==> src/hdl/cpu_macros.svh <==
`ifndef CPU_MACROS_SVH
`define CPU_MACROS_SVH

// data path and register file
`define CPU_XLEN 32
`define CPU_RIDX 5
`define CPU_NREGS 32

// program counter counts instruction words
`define CPU_PC_W 14

// one fetch word carries an instruction pair
`define CPU_FETCH_W 64

// wait window entries
`define CPU_WIN_DEPTH 3

// output port byte
`define CPU_IO_W 8

`endif

==> src/hdl/cpu_pkg.sv <==
`default_nettype none

`include "cpu_macros.svh"

package cpu_pkg;

	typedef enum logic [5:0] {
		OP_NOP  = 6'h00,
		OP_ADD  = 6'h01,
		OP_SUB  = 6'h02,
		OP_AND  = 6'h03,
		OP_OR   = 6'h04,
		OP_XOR  = 6'h05,
		OP_ADDI = 6'h06,
		OP_LUI  = 6'h07,
		OP_OUT  = 6'h08,
		OP_J    = 6'h09
	} opcode_e;

	// unit that executes the entry, none for J and NOP
	typedef enum logic [1:0] {
		UNIT_NONE = 2'd0,
		UNIT_ALU  = 2'd1,
		UNIT_OUT  = 2'd2
	} unit_e;

	typedef struct packed {
		logic [`CPU_PC_W-1:0] pc;
		opcode_e              opcode;
		logic [`CPU_RIDX-1:0] rd;
		logic [`CPU_RIDX-1:0] rs;
		logic [`CPU_RIDX-1:0] rt;
		logic [15:0]          imm;
		unit_e                unit;
		logic                 rs_used;
		logic                 rt_used;
		logic                 rd_used;
	} decoded_t;

endpackage

`default_nettype wire

==> src/hdl/fetch_decode.sv <==
`default_nettype none

`include "cpu_macros.svh"

module fetch_decode (
	input  wire                     clk,
	input  wire                     rstn,
	input  wire [`CPU_FETCH_W-1:0]  i_i_rdata,
	input  wire                     i_stall,
	output logic [`CPU_PC_W-2:0]    o_i_addr,
	output cpu_pkg::decoded_t       o_slot0,
	output logic                    o_slot0_vld,
	output cpu_pkg::decoded_t       o_slot1,
	output logic                    o_slot1_vld
);

	logic [`CPU_PC_W-1:0] pc, f_pc, skid_pc, cur_pc, target;
	logic [`CPU_FETCH_W-1:0] skid_data, cur_data;
	logic f_vld, skid_vld, cur_vld;
	logic j0, j1, redirect;

	function automatic cpu_pkg::decoded_t decode(input logic [`CPU_XLEN-1:0] ins,
			input logic [`CPU_PC_W-1:0] ipc);
		cpu_pkg::decoded_t d;
		d = '0;
		d.pc = ipc;
		d.opcode = cpu_pkg::opcode_e'(ins[31:26]);
		d.rd = ins[25:21];
		d.rs = ins[20:16];
		d.rt = ins[15:11];
		d.imm = ins[15:0];
		d.unit = cpu_pkg::UNIT_NONE;
		case (ins[31:26])
			cpu_pkg::OP_ADD, cpu_pkg::OP_SUB, cpu_pkg::OP_AND, cpu_pkg::OP_OR,
			cpu_pkg::OP_XOR: begin
				d.unit = cpu_pkg::UNIT_ALU;
				d.rs_used = 1'b1;
				d.rt_used = 1'b1;
				d.rd_used = (ins[25:21] != '0);
			end
			cpu_pkg::OP_ADDI: begin
				d.unit = cpu_pkg::UNIT_ALU;
				d.rs_used = 1'b1;
				d.rd_used = (ins[25:21] != '0);
			end
			cpu_pkg::OP_LUI: begin
				d.unit = cpu_pkg::UNIT_ALU;
				d.rd_used = (ins[25:21] != '0);
			end
			cpu_pkg::OP_OUT: begin
				d.unit = cpu_pkg::UNIT_OUT;
				d.rs_used = 1'b1;
			end
			default: begin
				d.unit = cpu_pkg::UNIT_NONE;
			end
		endcase
		return d;
	endfunction

	assign o_i_addr = pc[`CPU_PC_W-1:1];

	// the skid pair takes priority over the memory output
	assign cur_data = skid_vld ? skid_data : i_i_rdata;
	assign cur_pc = skid_vld ? skid_pc : f_pc;
	assign cur_vld = skid_vld | f_vld;

	assign o_slot0 = decode(cur_data[`CPU_FETCH_W-1:`CPU_XLEN], {cur_pc[`CPU_PC_W-1:1], 1'b0});
	assign o_slot1 = decode(cur_data[`CPU_XLEN-1:0], {cur_pc[`CPU_PC_W-1:1], 1'b1});

	// odd jump target enters in the second half
	assign o_slot0_vld = cur_vld && !cur_pc[0];
	assign j0 = o_slot0_vld && o_slot0.opcode == cpu_pkg::OP_J;
	assign o_slot1_vld = cur_vld && !j0;
	assign j1 = o_slot1_vld && o_slot1.opcode == cpu_pkg::OP_J;

	assign redirect = !i_stall && (j0 || j1);
	assign target = j0 ? o_slot0.imm[`CPU_PC_W-1:0] : o_slot1.imm[`CPU_PC_W-1:0];

	always_ff @(posedge clk) begin
		if (!rstn) begin
			pc <= '0;
			f_vld <= 1'b0;
			skid_vld <= 1'b0;
		end else begin
			if (redirect) begin
				// the pair requested now is on the wrong path
				pc <= target;
				f_vld <= 1'b0;
			end else begin
				f_vld <= 1'b1;
				if (!i_stall) begin
					pc <= {pc[`CPU_PC_W-1:1] + 1'b1, 1'b0};
				end
			end
			if (i_stall && !skid_vld) begin
				skid_vld <= f_vld;
			end else if (!i_stall) begin
				skid_vld <= 1'b0;
			end
		end
	end

	always_ff @(posedge clk) begin
		// held pc is requested again while stalled
		f_pc <= pc;
		if (i_stall && !skid_vld) begin
			skid_data <= i_i_rdata;
			skid_pc <= f_pc;
		end
	end

endmodule

`default_nettype wire

==> src/hdl/issue_window.sv <==
`default_nettype none

`include "cpu_macros.svh"

module issue_window (
	input  wire                     clk,
	input  wire                     rstn,
	input  wire cpu_pkg::decoded_t  i_slot0,
	input  wire                     i_slot0_vld,
	input  wire cpu_pkg::decoded_t  i_slot1,
	input  wire                     i_slot1_vld,
	input  wire                     i_out_busy,
	input  wire                     i_wb0_vld,
	input  wire [`CPU_RIDX-1:0]     i_wb0_rd,
	input  wire                     i_wb1_vld,
	input  wire [`CPU_RIDX-1:0]     i_wb1_rd,
	input  wire [`CPU_XLEN-1:0]     i_rs0_val, i_rt0_val, i_rs1_val,
	input  wire [`CPU_XLEN-1:0]     i_rt1_val, i_rs2_val, i_rt2_val,
	output logic                    o_stall,
	output logic [`CPU_RIDX-1:0]    o_rs0_idx, o_rt0_idx, o_rs1_idx,
	output logic [`CPU_RIDX-1:0]    o_rt1_idx, o_rs2_idx, o_rt2_idx,
	output logic                    o_alu0_go,
	output cpu_pkg::opcode_e        o_alu0_op,
	output logic [`CPU_XLEN-1:0]    o_alu0_a, o_alu0_b,
	output logic [15:0]             o_alu0_imm,
	output logic [`CPU_RIDX-1:0]    o_alu0_rd,
	output logic                    o_alu1_go,
	output cpu_pkg::opcode_e        o_alu1_op,
	output logic [`CPU_XLEN-1:0]    o_alu1_a, o_alu1_b,
	output logic [15:0]             o_alu1_imm,
	output logic [`CPU_RIDX-1:0]    o_alu1_rd,
	output logic                    o_out_go,
	output logic [`CPU_XLEN-1:0]    o_out_data
);

	localparam int D = `CPU_WIN_DEPTH;

	cpu_pkg::decoded_t ent [D];
	cpu_pkg::decoded_t nxt [D];
	logic [D-1:0] ent_vld, nxt_vld, rdy, issued;
	logic [`CPU_NREGS-1:0] pending, pend_nxt;
	logic [`CPU_XLEN-1:0] rs_val [D];
	logic [`CPU_XLEN-1:0] rt_val [D];
	logic [1:0] alu0_idx, alu1_idx, out_idx, cnt;
	logic out_seen;

	function automatic logic reads_reg(cpu_pkg::decoded_t e, logic [`CPU_RIDX-1:0] r);
		return (e.rs_used && e.rs == r) || (e.rt_used && e.rt == r);
	endfunction

	assign o_rs0_idx = ent[0].rs;
	assign o_rt0_idx = ent[0].rt;
	assign o_rs1_idx = ent[1].rs;
	assign o_rt1_idx = ent[1].rt;
	assign o_rs2_idx = ent[2].rs;
	assign o_rt2_idx = ent[2].rt;
	assign rs_val[0] = i_rs0_val;
	assign rt_val[0] = i_rt0_val;
	assign rs_val[1] = i_rs1_val;
	assign rt_val[1] = i_rt1_val;
	assign rs_val[2] = i_rs2_val;
	assign rt_val[2] = i_rt2_val;

	always_comb begin
		for (int i = 0; i < D; i++) begin
			rdy[i] = ent_vld[i];
			if ((ent[i].rs_used && pending[ent[i].rs]) || (ent[i].rt_used && pending[ent[i].rt]) ||
					(ent[i].rd_used && pending[ent[i].rd]))
				rdy[i] = 1'b0;
			for (int j = 0; j < i; j++) begin
				// raw and waw on older writers
				if (ent_vld[j] && ent[j].rd_used && (reads_reg(ent[i], ent[j].rd) ||
						(ent[i].rd_used && ent[i].rd == ent[j].rd)))
					rdy[i] = 1'b0;
				// war on older readers
				if (ent_vld[j] && ent[i].rd_used && reads_reg(ent[j], ent[i].rd))
					rdy[i] = 1'b0;
			end
		end
	end

	always_comb begin
		o_alu0_go = 1'b0;
		o_alu1_go = 1'b0;
		o_out_go = 1'b0;
		alu0_idx = '0;
		alu1_idx = '0;
		out_idx = '0;
		out_seen = 1'b0;
		for (int i = 0; i < D; i++) begin
			if (rdy[i] && ent[i].unit == cpu_pkg::UNIT_ALU) begin
				if (!o_alu0_go) begin
					o_alu0_go = 1'b1;
					alu0_idx = 2'(i);
				end else if (!o_alu1_go) begin
					o_alu1_go = 1'b1;
					alu1_idx = 2'(i);
				end
			end
			// bytes leave in program order
			if (ent_vld[i] && ent[i].unit == cpu_pkg::UNIT_OUT) begin
				if (!out_seen && rdy[i] && !i_out_busy) begin
					o_out_go = 1'b1;
					out_idx = 2'(i);
				end
				out_seen = 1'b1;
			end
		end
		for (int i = 0; i < D; i++) begin
			issued[i] = (o_alu0_go && alu0_idx == 2'(i)) || (o_alu1_go && alu1_idx == 2'(i)) ||
					(o_out_go && out_idx == 2'(i));
		end
	end

	assign o_alu0_op = ent[alu0_idx].opcode;
	assign o_alu0_a = rs_val[alu0_idx];
	assign o_alu0_b = rt_val[alu0_idx];
	assign o_alu0_imm = ent[alu0_idx].imm;
	assign o_alu0_rd = ent[alu0_idx].rd;
	assign o_alu1_op = ent[alu1_idx].opcode;
	assign o_alu1_a = rs_val[alu1_idx];
	assign o_alu1_b = rt_val[alu1_idx];
	assign o_alu1_imm = ent[alu1_idx].imm;
	assign o_alu1_rd = ent[alu1_idx].rd;
	assign o_out_data = rs_val[out_idx];

	always_comb begin
		nxt = ent;
		nxt_vld = '0;
		cnt = '0;
		// survivors move toward entry 0
		for (int i = 0; i < D; i++) begin
			if (ent_vld[i] && !issued[i]) begin
				nxt[cnt] = ent[i];
				nxt_vld[cnt] = 1'b1;
				cnt = cnt + 1'b1;
			end
		end
		o_stall = (cnt >= 2'd2);
		if (!o_stall && i_slot0_vld && i_slot0.unit != cpu_pkg::UNIT_NONE) begin
			nxt[cnt] = i_slot0;
			nxt_vld[cnt] = 1'b1;
			cnt = cnt + 1'b1;
		end
		if (!o_stall && i_slot1_vld && i_slot1.unit != cpu_pkg::UNIT_NONE) begin
			nxt[cnt] = i_slot1;
			nxt_vld[cnt] = 1'b1;
		end
		pend_nxt = pending;
		if (i_wb0_vld)
			pend_nxt[i_wb0_rd] = 1'b0;
		if (i_wb1_vld)
			pend_nxt[i_wb1_rd] = 1'b0;
		if (o_alu0_go && ent[alu0_idx].rd_used)
			pend_nxt[o_alu0_rd] = 1'b1;
		if (o_alu1_go && ent[alu1_idx].rd_used)
			pend_nxt[o_alu1_rd] = 1'b1;
		pend_nxt[0] = 1'b0;
	end

	always_ff @(posedge clk) begin
		if (!rstn) begin
			ent_vld <= '0;
			pending <= '0;
		end else begin
			ent_vld <= nxt_vld;
			pending <= pend_nxt;
		end
	end

	always_ff @(posedge clk) begin
		ent <= nxt;
	end

endmodule

`default_nettype wire

==> src/hdl/reg_file.sv <==
`default_nettype none

`include "cpu_macros.svh"

module reg_file (
	input  wire                     clk,
	input  wire                     rstn,
	input  wire [`CPU_RIDX-1:0]     i_ra0, i_ra1, i_ra2,
	input  wire [`CPU_RIDX-1:0]     i_ra3, i_ra4, i_ra5,
	input  wire                     i_wb0_vld,
	input  wire [`CPU_RIDX-1:0]     i_wb0_rd,
	input  wire [`CPU_XLEN-1:0]     i_wb0_data,
	input  wire                     i_wb1_vld,
	input  wire [`CPU_RIDX-1:0]     i_wb1_rd,
	input  wire [`CPU_XLEN-1:0]     i_wb1_data,
	output logic [`CPU_XLEN-1:0]    o_rv0, o_rv1, o_rv2,
	output logic [`CPU_XLEN-1:0]    o_rv3, o_rv4, o_rv5
);

	logic [`CPU_XLEN-1:0] regs [`CPU_NREGS];

	// r0 is never written so it keeps its reset zero
	always_ff @(posedge clk) begin
		if (!rstn) begin
			for (int i = 0; i < `CPU_NREGS; i++) begin
				regs[i] <= '0;
			end
		end else begin
			if (i_wb0_vld && i_wb0_rd != '0) begin
				regs[i_wb0_rd] <= i_wb0_data;
			end
			if (i_wb1_vld && i_wb1_rd != '0) begin
				regs[i_wb1_rd] <= i_wb1_data;
			end
		end
	end

	assign o_rv0 = regs[i_ra0];
	assign o_rv1 = regs[i_ra1];
	assign o_rv2 = regs[i_ra2];
	assign o_rv3 = regs[i_ra3];
	assign o_rv4 = regs[i_ra4];
	assign o_rv5 = regs[i_ra5];

endmodule

`default_nettype wire

==> src/hdl/int_alu.sv <==
`default_nettype none

`include "cpu_macros.svh"

module int_alu (
	input  wire                     clk,
	input  wire                     rstn,
	input  wire                     i_go,
	input  wire cpu_pkg::opcode_e   i_op,
	input  wire [`CPU_XLEN-1:0]     i_a,
	input  wire [`CPU_XLEN-1:0]     i_b,
	input  wire [15:0]              i_imm,
	input  wire [`CPU_RIDX-1:0]     i_rd,
	output logic                    o_wb_vld,
	output logic [`CPU_RIDX-1:0]    o_wb_rd,
	output logic [`CPU_XLEN-1:0]    o_wb_data
);

	logic [`CPU_XLEN-1:0] result;

	always_comb begin
		case (i_op)
			cpu_pkg::OP_ADD: result = i_a + i_b;
			cpu_pkg::OP_SUB: result = i_a - i_b;
			cpu_pkg::OP_AND: result = i_a & i_b;
			cpu_pkg::OP_OR: result = i_a | i_b;
			cpu_pkg::OP_XOR: result = i_a ^ i_b;
			cpu_pkg::OP_ADDI: result = i_a + {{(`CPU_XLEN-16){i_imm[15]}}, i_imm};
			cpu_pkg::OP_LUI: result = {i_imm, 16'h0000};
			default: result = '0;
		endcase
	end

	always_ff @(posedge clk) begin
		if (!rstn) begin
			o_wb_vld <= 1'b0;
		end else begin
			o_wb_vld <= i_go;
		end
	end

	always_ff @(posedge clk) begin
		if (i_go) begin
			o_wb_rd <= i_rd;
			o_wb_data <= result;
		end
	end

endmodule

`default_nettype wire

==> src/hdl/out_port.sv <==
`default_nettype none

`include "cpu_macros.svh"

module out_port (
	input  wire                     clk,
	input  wire                     rstn,
	input  wire                     i_go,
	input  wire [`CPU_XLEN-1:0]     i_data,
	input  wire                     i_out_rdy,
	output logic                    o_out_vld,
	output logic [`CPU_IO_W-1:0]    o_out_data,
	output logic                    o_busy
);

	// the window only strobes while not busy
	always_ff @(posedge clk) begin
		if (!rstn) begin
			o_out_vld <= 1'b0;
		end else if (i_go) begin
			o_out_vld <= 1'b1;
		end else if (o_out_vld && i_out_rdy) begin
			o_out_vld <= 1'b0;
		end
	end

	// byte stays put until accepted
	always_ff @(posedge clk) begin
		if (i_go) begin
			o_out_data <= i_data[`CPU_IO_W-1:0];
		end
	end

	assign o_busy = o_out_vld;

endmodule

`default_nettype wire

==> src/hdl/cpu_core.sv <==
`default_nettype none

`include "cpu_macros.svh"

module cpu_core (
	input  wire                     clk,
	input  wire                     rstn,
	input  wire [`CPU_FETCH_W-1:0]  i_i_rdata,
	input  wire                     i_out_rdy,
	output wire [`CPU_PC_W-2:0]     o_i_addr,
	output wire                     o_out_vld,
	output wire [`CPU_IO_W-1:0]     o_out_data
);

	cpu_pkg::decoded_t slot0, slot1;
	logic slot0_vld, slot1_vld, stall, out_busy;
	logic wb0_vld, wb1_vld, alu0_go, alu1_go, out_go;
	logic [`CPU_RIDX-1:0] wb0_rd, wb1_rd, alu0_rd, alu1_rd;
	logic [`CPU_RIDX-1:0] rs0_idx, rt0_idx, rs1_idx, rt1_idx, rs2_idx, rt2_idx;
	logic [`CPU_XLEN-1:0] rs0_val, rt0_val, rs1_val, rt1_val, rs2_val, rt2_val;
	logic [`CPU_XLEN-1:0] wb0_data, wb1_data, alu0_a, alu0_b, alu1_a, alu1_b, out_data;
	logic [15:0] alu0_imm, alu1_imm;
	cpu_pkg::opcode_e alu0_op, alu1_op;

	fetch_decode u_fetch (
		.clk(clk), .rstn(rstn),
		.i_i_rdata(i_i_rdata), .i_stall(stall), .o_i_addr(o_i_addr),
		.o_slot0(slot0), .o_slot0_vld(slot0_vld),
		.o_slot1(slot1), .o_slot1_vld(slot1_vld)
	);

	issue_window u_window (
		.clk(clk), .rstn(rstn),
		.i_slot0(slot0), .i_slot0_vld(slot0_vld),
		.i_slot1(slot1), .i_slot1_vld(slot1_vld),
		.i_out_busy(out_busy),
		.i_wb0_vld(wb0_vld), .i_wb0_rd(wb0_rd),
		.i_wb1_vld(wb1_vld), .i_wb1_rd(wb1_rd),
		.i_rs0_val(rs0_val), .i_rt0_val(rt0_val), .i_rs1_val(rs1_val),
		.i_rt1_val(rt1_val), .i_rs2_val(rs2_val), .i_rt2_val(rt2_val),
		.o_stall(stall),
		.o_rs0_idx(rs0_idx), .o_rt0_idx(rt0_idx), .o_rs1_idx(rs1_idx),
		.o_rt1_idx(rt1_idx), .o_rs2_idx(rs2_idx), .o_rt2_idx(rt2_idx),
		.o_alu0_go(alu0_go), .o_alu0_op(alu0_op), .o_alu0_a(alu0_a), .o_alu0_b(alu0_b),
		.o_alu0_imm(alu0_imm), .o_alu0_rd(alu0_rd),
		.o_alu1_go(alu1_go), .o_alu1_op(alu1_op), .o_alu1_a(alu1_a), .o_alu1_b(alu1_b),
		.o_alu1_imm(alu1_imm), .o_alu1_rd(alu1_rd),
		.o_out_go(out_go), .o_out_data(out_data)
	);

	reg_file u_rf (
		.clk(clk), .rstn(rstn),
		.i_ra0(rs0_idx), .i_ra1(rt0_idx), .i_ra2(rs1_idx),
		.i_ra3(rt1_idx), .i_ra4(rs2_idx), .i_ra5(rt2_idx),
		.i_wb0_vld(wb0_vld), .i_wb0_rd(wb0_rd), .i_wb0_data(wb0_data),
		.i_wb1_vld(wb1_vld), .i_wb1_rd(wb1_rd), .i_wb1_data(wb1_data),
		.o_rv0(rs0_val), .o_rv1(rt0_val), .o_rv2(rs1_val),
		.o_rv3(rt1_val), .o_rv4(rs2_val), .o_rv5(rt2_val)
	);

	int_alu u_alu0 (
		.clk(clk), .rstn(rstn),
		.i_go(alu0_go), .i_op(alu0_op), .i_a(alu0_a), .i_b(alu0_b),
		.i_imm(alu0_imm), .i_rd(alu0_rd),
		.o_wb_vld(wb0_vld), .o_wb_rd(wb0_rd), .o_wb_data(wb0_data)
	);

	int_alu u_alu1 (
		.clk(clk), .rstn(rstn),
		.i_go(alu1_go), .i_op(alu1_op), .i_a(alu1_a), .i_b(alu1_b),
		.i_imm(alu1_imm), .i_rd(alu1_rd),
		.o_wb_vld(wb1_vld), .o_wb_rd(wb1_rd), .o_wb_data(wb1_data)
	);

	out_port u_out (
		.clk(clk), .rstn(rstn),
		.i_go(out_go), .i_data(out_data), .i_out_rdy(i_out_rdy),
		.o_out_vld(o_out_vld), .o_out_data(o_out_data), .o_busy(out_busy)
	);

endmodule

`default_nettype wire

==> config.mk <==
export PLATFORM = sky130hd
export DESIGN_NAME = cpu_core
export DESIGN_NICKNAME = d
export VERILOG_FILES = /design/src/hdl/cpu_pkg.sv /design/src/hdl/fetch_decode.sv /design/src/hdl/issue_window.sv /design/src/hdl/reg_file.sv /design/src/hdl/int_alu.sv /design/src/hdl/out_port.sv /design/src/hdl/cpu_core.sv
export VERILOG_INCLUDE_DIRS = /design/src /design/src/hdl
export SDC_FILE = /design/constraint.sdc
export NUM_CORES = 2
export LEC_CHECK = 0
export BUFFER_PORTS_ARGS = -buffer_cell sky130_fd_sc_hd__buf_2
export CAP_MARGIN = 20
export CORE_MARGIN = 8
export CORE_UTILIZATION = 57
export CTS_BUF_LIST = sky130_fd_sc_hd__clkbuf_16
export DETAILED_ROUTE_END_ITERATION = 7
export PLACE_DENSITY = 0.73
export SLEW_MARGIN = 20
export SYNTH_ARGS = -nofsm -noshare
export SYNTH_HDL_FRONTEND = slang
export SYNTH_SLANG_ARGS = --single-unit
==> constraint.sdc <==
create_clock -name clk -period 10.7 [get_ports clk]
set_clock_uncertainty 0.15 [all_clocks]
set_input_delay 2.14 -clock clk [delete_from_list [all_inputs] [get_ports clk]]
set_output_delay 2.14 -clock clk [all_outputs]
set_load 0.01 [all_outputs]
==> results.txt <==
Result of the run - finished with violations
Violated checks - design-rule violations
Clock latency on the worst-skew pair - 640 ps
Number of failing hold endpoints at the final stage - 0
Die X-Extent - 292 um
Min Clock Period, post-route - 8570 ps
Most area-consuming cells after synthesis - mux4_2 (27%), edfxtp_1 (25%), dfxtp_1 (7.2%), nand2_1 (6.0%), mux2i_1 (5.0%)
Standard cell with the maximum stage delay on the critical path - dfxtp_1
Commonest cells after routing, fill and taps aside - nand2_1 (696), mux4_2 (526), edfxtp_1 (355), o21ai_0 (301), mux2i_1 (216)
Setup fix buffers added after clock tree synthesis - 0
DP HPWL - 110 mm
Proportion of synthesized chip area in sequential cells - 0.318
Leading cell type in the layout, fill and taps excluded - nand2_1
Number of placed I/O pins - 89
Post-synthesis instance total - 4080
Core Footprint - 75700 um2
Largest net degree at the start of global routing - 61
Seq cells post-synth - 511
Arrival time reported for the critical path endpoint - 8790 ps
Number of placement rows - 101
CTS tree - done
Vias - 38100
Clock slew seen by the registers of the worst setup and hold paths - 70 ps
CTS H-tree depth - 2
Max VDD drop - 182 uV
Remaining DRCs - 12
Antenna violations before repair - 4
CP bufs+invs - 2
Vertical extent of the die - 292 um
Number of different library cells in the post-synthesis netlist - 98
Total routed wirelength - 166 mm
Antenna Nets Post-Route - 0
Number of detailed-route iterations in the first pass - 8
Share of cells above drive strength 1 - 0.227
Leading area contributor after synthesis - mux4_2
Leak - 15.6 nW
Unrepaired setup endpoints after global routing - no
Maximum fanout count along the critical path - 17
Type of destination of the critical path - register
Buffers from clock root to sink, at most - 3
Final critical-path share of the clock period - 0.800
Setup TNS Final - 0 ps
GP Congestion - 1.05
Top Family by Delay on Critical Path - compound AO/OA/AOI/OAI gates
Post-synthesis to final-layout area growth - 5.61%
Clock sink total - 511
Number of buffer cells added on primary ports - 88
Number of setup violations in the final report - 0
Startpoint-to-endpoint class of the critical path - reg -> reg
Overflow left after global routing - 0
Actual transition at the worst max-transition pin - 1180 ps
Fill cell instance count of the final layout - 6077
Req. time, crit path - 10930 ps
Ys flop type - edfxtp_1
Max-slew violation count - 0
Master cell of the clock root buffer - clkbuf_16
Kind of path behind the tightest hold check - reg -> reg
Post-CTS Hold Fix Bufs - 0
Vias in the first global route - 35500
DR iter-0 viols - 5769
Max cap viols - 0
Number of CTS-inserted buffers - 57
Mean routed wirelength per cell - 33.5 um
Final Power - 9.66 mW
Portion of synthesized cell area occupied by the leading cell type - 0.273
Critical path's largest stage delay - 950 ps
Vias per cell - 7.71
Yosys synthesis warning count - 0
Area used by multi-input combinational logic - 27600 um2
Post-synthesis instance area - 43400 um2
EDFF count, synth - 355
Storage cell area - 13800 um2
Headroom to the max-slew limit - 0.210
Overall die area - 85200 um2
PwrDens - 211 nW/um2
Number of resized instances in the post-cts repair step - 0
Total global-route track usage - 0.378
Final nets - 4044
Kind of start point of the critical path - register
Initial standard-cell utilization of the core - 0.573
Mapped Avg Cell Area - 10.6 um2
Top achievable clock speed - 117 MHz
First-pass GRT wire length - 242 mm
Share of synthesized flip-flops with an asynchronous set or reset - 0
## state kept, by name (all words and copies together) (netlist names), 8 cells and up
signal             flops
u_rf.regs            256
u_window.ent          72
u_fetch.skid_data     64
u_window.pending      31
u_fetch.pc            14
u_alu0.o_wb_data       8
u_alu1.o_wb_data       8
u_out.o_out_data       8
## worst reg2reg max path, cell delays in order, from the launching register on
cell	delay [ps]
dfxtp_1	950
mux4_2	610
mux4_2	470
nand2b_1	150
o211ai_1	110
nand4_1	230
or3b_2	590
ha_1	380
nand2_1	60
nand4b_1	180
nor4b_2	220
buf_4	250
a21oi_1	120
a311oi_2	880
nand2_1	570
o21ai_0	500
inv_1	90
ha_1	300
a21o_1	160
a21o_1	200
a21o_1	180
a21oi_1	210
o21bai_1	100
a21oi_1	180
xor2_1	190
xnor2_1	140
o221ai_1	120
## cells by family (layout without fill, tap and decap cells)
| family | after synthesis | after routing | share of synthesized area |
|---|---|---|---|
| adder cells (fa/ha/maj) | 58 | 58 | 0.0173 |
| XOR/XNOR | 90 | 90 | 0.0182 |
| AO/OA/AOI/OAI | 851 | 851 | 0.127 |
| buffers and inverters | 476 | 356 | 0.0486 |
| AND/OR/NAND/NOR | 1301 | 1301 | 0.135 |
| flip-flops | 511 | 511 | 0.318 |
| multiplexers | 792 | 792 | 0.336 |
| other | 1 | 10 | 0.0000865 |
## routing by layer
metal,track usage,share of wire,vias to the layer above
li1,-,-,15500
met1,0.461,0.33,18200
met2,0.541,0.42,3537
met3,0.153,0.16,892
met4,0.268,0.094,4
met5,0.00794,0.00054,-
## synth_stat cells, drive strengths merged, types with 16 or more instances
master,instances
a31oi,28
nor2b,18
edfxtp,355
and3,18
nand3b,25
a22o,60
a22oi,54
nand3,97
nor4,24
xnor2,23
mux2i,216
a21oi,127
o211ai,43
dfxtp,156
buf,170
mux2,50
a211oi,20
or3,36
nor2,204
ha,55
a221oi,22
and2,29
nand4,23
o221ai,19
o22ai,16
o21ai,344
mux4,526
nand2,698
nand2b,22
inv,67
clkbuf,234
nor3,59
xor2,67
## stage by stage
stage / utilization / area, um2 / std cells / hold WS [ps] / setup slack [ps]
6_report: 0.605 / 45800 / 4947 / 209 / 2130
3_3_place_gp: 0.581 / 44000 / 4838 / 186 / 2380
2_1_floorplan: - / 43400 / 4087 / 181 / 2900
4_1_cts: 0.605 / 45800 / 4945 / 208 / 2270
3_5_place_dp: 0.581 / 44000 / 4838 / 192 / 2280
5_1_grt: 0.605 / 45800 / 4945 / 210 / 1540
## final cells by class
class / instances / share of cell area
Antenna cell: 2 / 0.000109
Clock buffer: 58 / 0.0317
Clock inverter: 49 / 0.00735
Inverter: 72 / 0.00593
Multi-Input combinational cell: 3100 / 0.602
Sequential cell: 511 / 0.302
Tap cell: 978 / 0.0267
Timing Repair Buffer: 177 / 0.0242
## where the power goes
group          leakage [nW]  switching [mW]  internal (mW)
sequential             4.82           0.580           2.32
combinational          9.83            2.62           2.21
clock                 0.931           0.874           1.06
## final timing paths
path	slack (ps)	startpoint	cells past startpoint	end
worst max-delay path	2130	u_window.ent[143]	26	u_alu1.o_wb_data[7]
worst min-delay path	210	u_fetch.pc[0]	0	u_fetch.f_pc[0]
worst max register to register	2130	u_window.ent[143]	26	u_alu1.o_wb_data[7]
worst min register to register	210	u_fetch.pc[0]	0	u_fetch.f_pc[0]
Note: power is estimated with default switching activity, not from simulation.
